[config.mk]
export PLATFORM = sky130hd
export DESIGN_NAME = desCore
export DESIGN_NICKNAME = d
export VERILOG_FILES = /design/src/desPkg.sv /design/src/desSbox.sv /design/src/desCmdDecode.sv /design/src/desKeySchedule.sv /design/src/desRound.sv /design/src/desResult.sv /design/src/desCore.sv
export VERILOG_INCLUDE_DIRS = /design/src
export SDC_FILE = /design/constraint.sdc
export NUM_CORES = 1
export LEC_CHECK = 0
export BUFFER_PORTS_ARGS = -buffer_cell sky130_fd_sc_hd__buf_4
export CAP_MARGIN = 20
export CORE_ASPECT_RATIO = 0.8
export CORE_UTILIZATION = 36
export DETAILED_ROUTE_END_ITERATION = 8
export GPL_ROUTABILITY_DRIVEN = 0
export GPL_TIMING_DRIVEN = 0
export SETUP_SLACK_MARGIN = 0.2
export SYNTH_ARGS = -nofsm -noshare
export SYNTH_HDL_FRONTEND = slang
export SYNTH_SLANG_ARGS = --single-unit
[constraint.sdc]
create_clock -name clk -period 2.83 [get_ports clk]
set_input_delay 0.849 -clock clk [delete_from_list [all_inputs] [get_ports clk]]
set_output_delay 0.849 -clock clk [all_outputs]
set_load 0.1 [all_outputs]
[src/des_macros.svh]
`ifndef DES_MACROS_SVH
`define DES_MACROS_SVH

// data block width
`define DES_BLOCK_W 64

// key width, parity bits included
`define DES_KEY_W 64

`define DES_ROUNDS 16

`define DES_SUBKEY_W 48

`endif

[src/desPkg.sv]
`include "des_macros.svh"

package desPkg;

    typedef enum logic [1:0] {
        OpNone    = 2'd0,
        OpEncrypt = 2'd1,
        OpDecrypt = 2'd2
    } desOpcode_e;

    typedef enum logic {
        StIdle = 1'b0,
        StRun  = 1'b1
    } desState_e;

    typedef struct packed {
        desOpcode_e              opcode;
        logic [`DES_KEY_W-1:0]   key;
        logic [`DES_BLOCK_W-1:0] block;
    } desCmd_t;

    typedef struct packed {
        logic       load;
        logic       step;
        logic       finish;
        logic       decrypt;
        logic [3:0] roundIdx;
    } desCtrl_t;

    // bit numbers count from 1 at the msb, as in the standard
    localparam bit [6:0] IP [64] = '{
        58, 50, 42, 34, 26, 18, 10, 2, 60, 52, 44, 36, 28, 20, 12, 4,
        62, 54, 46, 38, 30, 22, 14, 6, 64, 56, 48, 40, 32, 24, 16, 8,
        57, 49, 41, 33, 25, 17, 9, 1, 59, 51, 43, 35, 27, 19, 11, 3,
        61, 53, 45, 37, 29, 21, 13, 5, 63, 55, 47, 39, 31, 23, 15, 7
    };

    localparam bit [6:0] FP [64] = '{
        40, 8, 48, 16, 56, 24, 64, 32, 39, 7, 47, 15, 55, 23, 63, 31,
        38, 6, 46, 14, 54, 22, 62, 30, 37, 5, 45, 13, 53, 21, 61, 29,
        36, 4, 44, 12, 52, 20, 60, 28, 35, 3, 43, 11, 51, 19, 59, 27,
        34, 2, 42, 10, 50, 18, 58, 26, 33, 1, 41, 9, 49, 17, 57, 25
    };

    localparam bit [6:0] E [48] = '{
        32, 1, 2, 3, 4, 5, 4, 5, 6, 7, 8, 9, 8, 9, 10, 11,
        12, 13, 12, 13, 14, 15, 16, 17, 16, 17, 18, 19, 20, 21, 20, 21,
        22, 23, 24, 25, 24, 25, 26, 27, 28, 29, 28, 29, 30, 31, 32, 1
    };

    localparam bit [6:0] P [32] = '{
        16, 7, 20, 21, 29, 12, 28, 17, 1, 15, 23, 26, 5, 18, 31, 10,
        2, 8, 24, 14, 32, 27, 3, 9, 19, 13, 30, 6, 22, 11, 4, 25
    };

    localparam bit [6:0] PC1 [56] = '{
        57, 49, 41, 33, 25, 17, 9, 1, 58, 50, 42, 34, 26, 18,
        10, 2, 59, 51, 43, 35, 27, 19, 11, 3, 60, 52, 44, 36,
        63, 55, 47, 39, 31, 23, 15, 7, 62, 54, 46, 38, 30, 22,
        14, 6, 61, 53, 45, 37, 29, 21, 13, 5, 28, 20, 12, 4
    };

    localparam bit [6:0] PC2 [48] = '{
        14, 17, 11, 24, 1, 5, 3, 28, 15, 6, 21, 10,
        23, 19, 12, 4, 26, 8, 16, 7, 27, 20, 13, 2,
        41, 52, 31, 37, 47, 55, 30, 40, 51, 45, 33, 48,
        44, 49, 39, 56, 34, 53, 46, 42, 50, 36, 29, 32
    };

    localparam bit [1:0] SHIFTS [16] = '{1, 1, 2, 2, 2, 2, 2, 2, 1, 2, 2, 2, 2, 2, 2, 1};

    // row-major, four rows of sixteen columns per box
    localparam bit [3:0] SBOX [8][64] = '{
        '{14, 4, 13, 1, 2, 15, 11, 8, 3, 10, 6, 12, 5, 9, 0, 7,
          0, 15, 7, 4, 14, 2, 13, 1, 10, 6, 12, 11, 9, 5, 3, 8,
          4, 1, 14, 8, 13, 6, 2, 11, 15, 12, 9, 7, 3, 10, 5, 0,
          15, 12, 8, 2, 4, 9, 1, 7, 5, 11, 3, 14, 10, 0, 6, 13},
        '{15, 1, 8, 14, 6, 11, 3, 4, 9, 7, 2, 13, 12, 0, 5, 10,
          3, 13, 4, 7, 15, 2, 8, 14, 12, 0, 1, 10, 6, 9, 11, 5,
          0, 14, 7, 11, 10, 4, 13, 1, 5, 8, 12, 6, 9, 3, 2, 15,
          13, 8, 10, 1, 3, 15, 4, 2, 11, 6, 7, 12, 0, 5, 14, 9},
        '{10, 0, 9, 14, 6, 3, 15, 5, 1, 13, 12, 7, 11, 4, 2, 8,
          13, 7, 0, 9, 3, 4, 6, 10, 2, 8, 5, 14, 12, 11, 15, 1,
          13, 6, 4, 9, 8, 15, 3, 0, 11, 1, 2, 12, 5, 10, 14, 7,
          1, 10, 13, 0, 6, 9, 8, 7, 4, 15, 14, 3, 11, 5, 2, 12},
        '{7, 13, 14, 3, 0, 6, 9, 10, 1, 2, 8, 5, 11, 12, 4, 15,
          13, 8, 11, 5, 6, 15, 0, 3, 4, 7, 2, 12, 1, 10, 14, 9,
          10, 6, 9, 0, 12, 11, 7, 13, 15, 1, 3, 14, 5, 2, 8, 4,
          3, 15, 0, 6, 10, 1, 13, 8, 9, 4, 5, 11, 12, 7, 2, 14},
        '{2, 12, 4, 1, 7, 10, 11, 6, 8, 5, 3, 15, 13, 0, 14, 9,
          14, 11, 2, 12, 4, 7, 13, 1, 5, 0, 15, 10, 3, 9, 8, 6,
          4, 2, 1, 11, 10, 13, 7, 8, 15, 9, 12, 5, 6, 3, 0, 14,
          11, 8, 12, 7, 1, 14, 2, 13, 6, 15, 0, 9, 10, 4, 5, 3},
        '{12, 1, 10, 15, 9, 2, 6, 8, 0, 13, 3, 4, 14, 7, 5, 11,
          10, 15, 4, 2, 7, 12, 9, 5, 6, 1, 13, 14, 0, 11, 3, 8,
          9, 14, 15, 5, 2, 8, 12, 3, 7, 0, 4, 10, 1, 13, 11, 6,
          4, 3, 2, 12, 9, 5, 15, 10, 11, 14, 1, 7, 6, 0, 8, 13},
        '{4, 11, 2, 14, 15, 0, 8, 13, 3, 12, 9, 7, 5, 10, 6, 1,
          13, 0, 11, 7, 4, 9, 1, 10, 14, 3, 5, 12, 2, 15, 8, 6,
          1, 4, 11, 13, 12, 3, 7, 14, 10, 15, 6, 8, 0, 5, 9, 2,
          6, 11, 13, 8, 1, 4, 10, 7, 9, 5, 0, 15, 14, 2, 3, 12},
        '{13, 2, 8, 4, 6, 15, 11, 1, 10, 9, 3, 14, 5, 0, 12, 7,
          1, 15, 13, 8, 10, 3, 7, 4, 12, 5, 6, 11, 0, 14, 9, 2,
          7, 11, 4, 1, 9, 12, 14, 2, 0, 6, 10, 13, 15, 3, 5, 8,
          2, 1, 14, 7, 4, 10, 8, 13, 15, 12, 9, 0, 3, 5, 6, 11}
    };

endpackage

[src/desSbox.sv]
`timescale 1ns/1ps

module desSbox
    import desPkg::*;
#(
    parameter int BoxIndex = 0
)
(
    input  logic [5:0] bin,
    output logic [3:0] sout
);

    logic [5:0] offset;

    // row from the outer bits, column from the middle four
    assign offset = {bin[5], bin[0], bin[4:1]};
    assign sout = SBOX[BoxIndex][offset];

endmodule

[src/desCmdDecode.sv]
`timescale 1ns/1ps
`include "des_macros.svh"

module desCmdDecode
    import desPkg::*;
(
    input  logic       clk,
    input  logic       reset,
    input  logic       start,
    input  desOpcode_e opcode,
    output desCtrl_t   ctrl,
    output logic       busy
);

    desState_e  state;
    logic [3:0] roundQ;
    logic       decryptQ;
    logic       tailQ;
    logic       accept;
    logic       lastRound;

    assign accept = start && !busy && (opcode != OpNone);
    assign lastRound = (state == StRun) && (roundQ == 4'(`DES_ROUNDS - 1));

    // tailQ covers the cycle in which the result stage captures
    assign busy = (state == StRun) || tailQ;

    always_comb
    begin
        ctrl.load     = accept;
        ctrl.step     = (state == StRun);
        ctrl.finish   = lastRound;
        ctrl.decrypt  = accept ? (opcode == OpDecrypt) : decryptQ;
        ctrl.roundIdx = roundQ;
    end

    always_ff @(posedge clk)
    begin
        if (reset)
        begin
            state    <= StIdle;
            roundQ   <= '0;
            decryptQ <= 1'b0;
            tailQ    <= 1'b0;
        end
        else
        begin
            tailQ <= lastRound;
            case (state)
                StIdle:
                begin
                    if (accept)
                    begin
                        state    <= StRun;
                        roundQ   <= '0;
                        decryptQ <= (opcode == OpDecrypt);
                    end
                end
                StRun:
                begin
                    roundQ <= roundQ + 4'd1;
                    if (lastRound)
                    begin
                        state <= StIdle;
                    end
                end
                default:
                begin
                    state <= StIdle;
                end
            endcase
        end
    end

endmodule

[src/desKeySchedule.sv]
`timescale 1ns/1ps
`include "des_macros.svh"

module desKeySchedule
    import desPkg::*;
(
    input  logic                     clk,
    input  logic                     reset,
    input  desCtrl_t                 ctrl,
    input  logic [`DES_KEY_W-1:0]    key,
    output logic [`DES_SUBKEY_W-1:0] subKey
);

    logic [55:0] pc1Out;
    logic [27:0] cQ;
    logic [27:0] dQ;
    logic [55:0] cd;
    logic [3:0]  shiftIdx;
    logic [1:0]  shiftAmt;

    // rotate one 28-bit half by one or two places
    function automatic logic [27:0] rotate(input logic [27:0] v, input logic [1:0] n,
                                           input logic right);
        logic [27:0] r;
        if (right)
        begin
            r = (n == 2'd2) ? {v[1:0], v[27:2]} : {v[0], v[27:1]};
        end
        else
        begin
            r = (n == 2'd2) ? {v[25:0], v[27:26]} : {v[26:0], v[27]};
        end
        return r;
    endfunction

    // PC-1 drops the parity bits
    always_comb
    begin
        for (int i = 0; i < 56; i++)
        begin
            pc1Out[55 - i] = key[`DES_KEY_W - PC1[i]];
        end
    end

    // encryption rotates ahead for the next round, decryption walks back
    assign shiftIdx = ctrl.decrypt ? (4'd15 - ctrl.roundIdx) : (ctrl.roundIdx + 4'd1);
    assign shiftAmt = SHIFTS[shiftIdx];

    always_ff @(posedge clk)
    begin
        if (reset)
        begin
            cQ <= '0;
            dQ <= '0;
        end
        else if (ctrl.load)
        begin
            // unrotated halves are C16 and D16, the first decryption key
            cQ <= ctrl.decrypt ? pc1Out[55:28] : rotate(pc1Out[55:28], SHIFTS[0], 1'b0);
            dQ <= ctrl.decrypt ? pc1Out[27:0] : rotate(pc1Out[27:0], SHIFTS[0], 1'b0);
        end
        else if (ctrl.step)
        begin
            cQ <= rotate(cQ, shiftAmt, ctrl.decrypt);
            dQ <= rotate(dQ, shiftAmt, ctrl.decrypt);
        end
    end

    assign cd = {cQ, dQ};

    always_comb
    begin
        for (int i = 0; i < `DES_SUBKEY_W; i++)
        begin
            subKey[`DES_SUBKEY_W - 1 - i] = cd[56 - PC2[i]];
        end
    end

endmodule

[src/desRound.sv]
`timescale 1ns/1ps
`include "des_macros.svh"

module desRound
    import desPkg::*;
(
    input  logic                     clk,
    input  logic                     reset,
    input  desCtrl_t                 ctrl,
    input  logic [`DES_BLOCK_W-1:0]  block,
    input  logic [`DES_SUBKEY_W-1:0] subKey,
    output logic [`DES_BLOCK_W-1:0]  preOutput
);

    logic [`DES_BLOCK_W-1:0]  ipOut;
    logic [31:0]              lQ;
    logic [31:0]              rQ;
    logic [`DES_SUBKEY_W-1:0] expanded;
    logic [`DES_SUBKEY_W-1:0] mixed;
    logic [31:0]              sOut;
    logic [31:0]              fOut;

    always_comb
    begin
        for (int i = 0; i < `DES_BLOCK_W; i++)
        begin
            ipOut[`DES_BLOCK_W - 1 - i] = block[`DES_BLOCK_W - IP[i]];
        end
    end

    // f function, expansion and key mix
    always_comb
    begin
        for (int i = 0; i < `DES_SUBKEY_W; i++)
        begin
            expanded[`DES_SUBKEY_W - 1 - i] = rQ[32 - E[i]];
        end
    end

    assign mixed = expanded ^ subKey;

    // box 0 takes the leftmost six bits
    for (genvar g = 0; g < 8; g++)
    begin : gSbox
        desSbox #(
            .BoxIndex(g)
        ) sbox (
            .bin  (mixed[47 - 6 * g -: 6]),
            .sout (sOut[31 - 4 * g -: 4])
        );
    end

    always_comb
    begin
        for (int i = 0; i < 32; i++)
        begin
            fOut[31 - i] = sOut[32 - P[i]];
        end
    end

    always_ff @(posedge clk)
    begin
        if (reset)
        begin
            lQ <= '0;
            rQ <= '0;
        end
        else if (ctrl.load)
        begin
            {lQ, rQ} <= ipOut;
        end
        else if (ctrl.step)
        begin
            lQ <= rQ;
            rQ <= lQ ^ fOut;
        end
    end

    assign preOutput = {lQ, rQ};

endmodule

[src/desResult.sv]
`timescale 1ns/1ps
`include "des_macros.svh"

module desResult
    import desPkg::*;
(
    input  logic                    clk,
    input  logic                    reset,
    input  desCtrl_t                ctrl,
    input  logic [`DES_BLOCK_W-1:0] preOutput,
    output logic [`DES_BLOCK_W-1:0] dataOut,
    output logic                    done
);

    logic                    finishQ;
    logic [`DES_BLOCK_W-1:0] swapped;
    logic [`DES_BLOCK_W-1:0] fpOut;

    // output is R16 then L16
    assign swapped = {preOutput[31:0], preOutput[63:32]};

    always_comb
    begin
        for (int i = 0; i < `DES_BLOCK_W; i++)
        begin
            fpOut[`DES_BLOCK_W - 1 - i] = swapped[`DES_BLOCK_W - FP[i]];
        end
    end

    // round 16 lands on the finish edge, captured one edge later
    always_ff @(posedge clk)
    begin
        if (reset)
        begin
            finishQ <= 1'b0;
            done    <= 1'b0;
            dataOut <= '0;
        end
        else
        begin
            finishQ <= ctrl.finish;
            done    <= finishQ;
            if (finishQ)
            begin
                dataOut <= fpOut;
            end
        end
    end

endmodule

[src/desCore.sv]
`timescale 1ns/1ps
`include "des_macros.svh"

module desCore
    import desPkg::*;
(
    input  logic                    clk,
    input  logic                    reset,
    input  logic                    start,
    input  desCmd_t                 cmd,
    output logic                    busy,
    output logic                    done,
    output logic [`DES_BLOCK_W-1:0] dataOut
);

    desCtrl_t                 ctrl;
    logic [`DES_SUBKEY_W-1:0] subKey;
    logic [`DES_BLOCK_W-1:0]  preOutput;

    desCmdDecode cmdDecode (
        .clk    (clk),
        .reset  (reset),
        .start  (start),
        .opcode (cmd.opcode),
        .ctrl   (ctrl),
        .busy   (busy)
    );

    desKeySchedule keySchedule (
        .clk    (clk),
        .reset  (reset),
        .ctrl   (ctrl),
        .key    (cmd.key),
        .subKey (subKey)
    );

    desRound round (
        .clk       (clk),
        .reset     (reset),
        .ctrl      (ctrl),
        .block     (cmd.block),
        .subKey    (subKey),
        .preOutput (preOutput)
    );

    desResult result (
        .clk       (clk),
        .reset     (reset),
        .ctrl      (ctrl),
        .preOutput (preOutput),
        .dataOut   (dataOut),
        .done      (done)
    );

endmodule

## After elaboration in Yosys (flattened, before gate mapping)

Memory sizes are Yosys's and may differ from the RTL's.
Cells that the tools add are included.
W data, S select, Z words.

- Flip-flop bits (word level): 192
- Bits in read-only memories: 2,080
- Bits of input ports: 133
- Output and inout bits: 66
- Logic and storage cells: 94
- Memories: 9

- $add $sub $neg: 2
- $lt $le $gt $ge: 9
- Eq/ne operators: 4
- Multiplexer cells: 41
- Bitwise logic cells: 12
- Reduce and logical (&&, ||, !) cells: 7

Memories:

| memory | words | width | read ports | clocked after memory_dff | write ports | line | RTL |
|---|---|---|---|---|---|---|---|
| (name not given) | 64 | 4 | 1 | 0 | 0 | desSbox.sv:17 | `assign sout = SBOX[BoxIndex][offset];` |
| (name not given) | 64 | 4 | 1 | 0 | 0 | desSbox.sv:17 |  |
| (name not given) | 64 | 4 | 1 | 0 | 0 | desSbox.sv:17 |  |
| (name not given) | 64 | 4 | 1 | 0 | 0 | desSbox.sv:17 |  |
| (name not given) | 64 | 4 | 1 | 0 | 0 | desSbox.sv:17 |  |
| (name not given) | 64 | 4 | 1 | 0 | 0 | desSbox.sv:17 |  |
| +3 memories | - | - | - | - | - | - |  |

Operator list:

| cell | count |
|---|---|
| $mux W28 | 12 |
| $mux W32 | 4 |
| $mux W4 | 18 |
| $ge A7 B7 Y1 const B | 8 |
| $not A6 Y7 | 8 |
| $xor A48 B48 Y48 | 1 |
| $xor A32 B32 Y32 | 1 |
| $pmux W4 S2 | 1 |
| $ge A5 B5 Y1 const B | 1 |
| $not A4 Y5 | 1 |
| $add A4 B1 Y4 const B | 1 |
| $eq A2 B2 Y1 const B | 2 |
| $eq A4 B4 Y1 const B | 1 |
| $mux W2 | 2 |
| $reduce_bool A2 Y1 | 2 |
| $sub A4 B4 Y4 const A | 1 |
| $logic_and A1 B1 Y1 | 3 |
| $mux W1 | 3 |
| $ne A2 B1 Y1 const B | 1 |
| $pmux W1 S2 | 1 |
| $logic_not A1 Y1 | 1 |
| $logic_or A1 B1 Y1 | 1 |
| $not A1 Y1 | 1 |

## Logic depth before layout (Yosys ltp)

- Depth in word-level cells: 15
- Mapped depth: 10
- Gate-level depth less buffers: 9

## Hierarchy

From an unflattened synthesis, not the netlist that was laid out.

- Cell total of the unflattened synthesis: 2,186
- Area, all modules: 18,579.1 um^2

Modules (own cells, without submodules):

| module | instances | cells an instance | area an instance (um^2) | sequential area each (um^2) |
|---|---|---|---|---|
| desKeySchedule | 1 | 861 | 6,844.1 | 1,121.1 |
| desRound | 1 | 373 | 3,876.2 | 1,281.2 |
| desResult | 1 | 210 | 2,336.0 | 1,321.3 |
| desSbox (round.gSbox[0].sbox) | 1 | 100 | 696.9 | 0.0 |
| desSbox (round.gSbox[4].sbox) | 1 | 95 | 691.9 | 0.0 |
| desSbox (round.gSbox[7].sbox) | 1 | 91 | 665.6 | 0.0 |
| desSbox (round.gSbox[6].sbox) | 1 | 86 | 653.1 | 0.0 |
| desSbox (round.gSbox[5].sbox) | 1 | 90 | 648.1 | 0.0 |
| desSbox (round.gSbox[1].sbox) | 1 | 80 | 629.4 | 0.0 |
| desSbox (round.gSbox[2].sbox) | 1 | 87 | 616.8 | 0.0 |
| desSbox (round.gSbox[3].sbox) | 1 | 72 | 553.0 | 0.0 |
| desCmdDecode | 1 | 41 | 367.9 | 140.1 |

## Worst setup path after synthesis

OpenSTA, ideal clock, no wires.

- Kind: flip-flop to output port
- Start: register result.finishQ (netlist name)
- End: output busy
- Data arrival time: 1,944 ps
- Required time: 1,981 ps
- Path slack: 37 ps
- Cell stages (with the launch flop): 6
- Path buffers: 3
- Cell sequence: dfxtp_1 -> clkbuf_1 -> buf_1 -> buf_1 -> nor2_1 -> inv_1

RTL lines:

| item | line | RTL |
|---|---|---|
| end, declared | desCore.sv:11 | `output logic busy,` |

## Worst setup path after layout

- Start: register cmdDecode.state
- End: register round.rQ[18]

- Longest elaborated chain between the ends: 5
- Elaborated cells on any way between the ends: 6
- Classes of those cells: 1 x mux; 5 x reduce/logical

Ends and longest elaborated chain:

| item | line | RTL |
|---|---|---|
| start, declared | desCmdDecode.sv:15 | `desState_e state;` |
| start signal, assigned | desCmdDecode.sv:41 | `state <= StIdle;` |
| start signal, assigned | desCmdDecode.sv:54 | `state <= StRun;` |
| start signal, assigned | desCmdDecode.sv:64 | `state <= StIdle;` |
| $logic_or A1 B1 Y1 | desCmdDecode.sv:26 | `assign busy = (state == StRun) \|\| tailQ;` |
| $logic_not A1 Y1 | desCmdDecode.sv:22 | `assign accept = start && !busy && (opcode != OpNone);` |
| $logic_and A1 B1 Y1 (2 in series) | desCmdDecode.sv:22 |  |
| $mux W32 or $reduce_bool A2 Y1 (tied branches) | - |  |
| end signal, assigned | desRound.sv:70 | `{lQ, rQ} <= ipOut;` |
| end signal, assigned | desRound.sv:75 | `rQ <= lQ ^ fOut;` |
| end, declared | desRound.sv:17 | `logic [31:0] rQ;` |

Several ways; a longest one is shown, not always the timed one.
A chain may end at the register's enable or synchronous reset.

==> flow_metrics.env <==
export IMPL_grt_pass1_vias=15841
export IMPL_cts_root_buffer="clkbuf_16"
export IMPL_peakVddDrop_v=0.0005714
export IMPL_timing_final_crit_period_ns=2.657
export IMPL_n_antenna_cell=0
export IMPL_die_x_um=241.2
export IMPL_post_route_util=0.4459
export IMPL_yosysMostFrequentCell="dfxtp_1"
export IMPL_pwr_share_seq=0.233
export IMPL_drtPass1Iterations=5
export IMPL_clock_skew_ns=0.01519
export IMPL_synth_edff_count=0
export IMPL_worstSetupPathType="flip-flop to flip-flop"
export IMPL_core_mm2=0.04481
export IMPL_yosys_warnings=0
export IMPL_post_dp_hpwl_um=50350
export IMPL_cts_reportedPaths_clkPinSlew_ns=0.09
export IMPL_critPathCaptureType="flip-flop"
export IMPL_synth_commonest_cells="dfxtp_1 (192), a21oi_1 (148), nor2_1 (138)"
export IMPL_slew_headroom=0.2311
export IMPL_finalSetupViolations=0
export IMPL_yosysTopAreaCell="dfxtp_1"
export IMPL_viasPerCell=6.237
export IMPL_critPathMaxFanout=10
export IMPL_finalCritPeriodShare=0.9390
export IMPL_leakage_uw=0.007552
export IMPL_holdCritPathClass="flip-flop to flip-flop"
export IMPL_synth_seq_area_share=0.2332
export IMPL_pwr_share_comb=0.591
export IMPL_cts_made_buffers=17
export IMPL_ant_nets=0
export IMPL_synthTopCellsByArea="dfxtp_1 (23%), mux2_2 (8.3%), mux2i_1 (7.3%)"
export IMPL_arrival_ns=3.05
export IMPL_synth_top_area_frac=0.2332
export IMPL_worstSetupStartpointType="flip-flop"
export IMPL_nets=2356
export IMPL_power_switching_uw=6680
export IMPL_syn2layout_area_growth_pct=21.23
export IMPL_port_buffers=190
export IMPL_ios=199
export IMPL_die_h_um=193.4
export IMPL_p_int_uw=7790
export IMPL_antenna_found_initial=1
export IMPL_outcome="finished, final reports clean"
export IMPL_totalWireLength_um=68570
export IMPL_stdcell_area_mm2=0.01998
export IMPL_drive_gt1_frac=0.2916
export IMPL_grt_first_pass_wirelength_um=101000
export IMPL_synth_ff_type="dfxtp_1"
export IMPL_final_cells=2777
export IMPL_track_usage=0.2864
export IMPL_initial_core_util=0.3678
export IMPL_drc=0
export IMPL_row_count=69
export IMPL_max_freq_ghz=0.3763
export IMPL_insertion_delay_ns=0.47
export IMPL_power_frac_clock=0.177
export IMPL_p_sw_frac=0.4617
export IMPL_rsz0062_at_grt="true"
export IMPL_ys_seq_elements=192
export IMPL_dp_cells=2715
export IMPL_drt_first_iter_violations=1652
export IMPL_required_ns=3.22
export IMPL_cts_sinks=192
export IMPL_htree_levels=4
export IMPL_hold_buffers=0
export IMPL_ys_async_sr_fraction=0
export IMPL_final_hold_viol_count=0
export IMPL_syn_inst=1922
export IMPL_grt_max_degree=19
export IMPL_worst_slew_pin_slew_ns=1.145
export IMPL_cts_tree="built"
export IMPL_post_synth_num_cell_types=92
export IMPL_place_area_mm2=0.01867
export IMPL_max_cap_viol_count=0
export IMPL_holdPathStages=2
export IMPL_r2r_cells=5
export IMPL_maxSlewViolCount=0
export IMPL_synth_nets=2117
export IMPL_avgSynthCellArea_um2=8.575
export IMPL_wl_per_cell_um=24.69
export IMPL_p_per_area_mw_per_mm2=724.2
export IMPL_dieArea_mm2=0.04665
export IMPL_max_clock_path_buffers=2
export IMPL_grt_overflow_total=0
export IMPL_synth_area_mm2=0.01648
export IMPL_vias=17319
## state kept, by name, indices dropped and copies added, names as in the netlist
| name | flops |
|---|---|
| result.dataOut | 64 |
| cmdDecode.roundQ | 4 |
| result.done | 1 |
| result.finishQ | 1 |
| round.lQ | 32 |
| keySchedule.cQ | 28 |
| cmdDecode.decryptQ | 1 |
| cmdDecode.state | 1 |
| keySchedule.dQ | 28 |
| round.rQ | 32 |
## repair_timing
action	4_1_cts	5_1_grt
setup buffers	18	11
endpoints found under the setup margin	154	128
pin swaps	8	4
resized for setup	84	93
## per-stage QoR
step           hold WS (ns)  setup WS, ns  total power, uW  TNS, ns
3_5_place_dp         0.4877       -0.8188            11160   -46.28
5_1_grt              0.5241        0.1833            15190        0
3_3_place_gp         0.4799       -0.8176            10970   -44.61
6_report             0.5001        0.1725            14470        0
2_1_floorplan        0.4538        0.2284             9133        0
4_1_cts              0.4995       0.03102            13990        0
## power by group through the flow
stage,Sequential [uW],Clock [uW],Combinational [uW]
finish,3370,2550,8540
floorplan,3190,0,5940
CTS,3340,2570,8090
global placement,3350,0,7620
detailed placement,3360,0,7800
global route,3380,2680,9130
## per-layer routing
metal  vias to the layer above  share of wire  global-route usage
met2                      1043           0.42              0.4059
met4                         0          0.036              0.1006
met1                      8372           0.43              0.4157
li1                       7756              -                   -
met3                       148           0.12             0.06978
met5                         -              0                   0
## cell type report
class / count / area (um2)
fill: 4396 / 24830
multi-input combinational: 1483 / 11730
sequential: 192 / 3895
timing repair buffer: 220 / 1668
buffer: 201 / 1154
tap: 603 / 754.5
clock buffer: 18 / 439.2
inverter: 46 / 191.4
clock inverter: 14 / 143.9
## logic make-up (layout without fill, tap and decap cells)
| kind of cell | Yosys count | after routing | synth area share |
|---|---|---|---|
| AOI/OAI and AO/OA | 561 | 561 | 0.2344 |
| and+or+nand+nor | 483 | 483 | 0.1468 |
| muxes | 265 | 265 | 0.1884 |
| buffers and inverters | 247 | 499 | 0.07326 |
| DFF | 192 | 192 | 0.2332 |
| xor gates and xnor gates | 110 | 110 | 0.07577 |
| adders and majority gates | 64 | 64 | 0.04828 |
## cells in the final DEF, fill, tap and decap left out, drive strengths merged, types with 58 or more instances in the layout
cell and count:
buf 316, dfxtp 192, a21oi 149, nor2 139
clkbuf 123, mux2 122, mux2i 120, o22ai 118
nand2 109, nor3b 77, o221ai 62, ha 62
xnor2 58
## critical path: stages (launching register included)
cell	delay (ns)
dfxtp_1	0.39
buf_4	0.19
clkbuf_1	0.79
clkbuf_1	0.80
a41oi_1	0.23
a21oi_1	0.19
## path summary, 6_finish.rpt
path              startpoint            to  slack [ns]
min             round.lQ[30]  round.lQ[30]        0.50
min reg2reg     round.lQ[30]  round.lQ[30]        0.50
max          cmdDecode.state  round.rQ[18]        0.17
max reg2reg  cmdDecode.state  round.rQ[18]        0.17
Power figures use the tool's default switching activity.
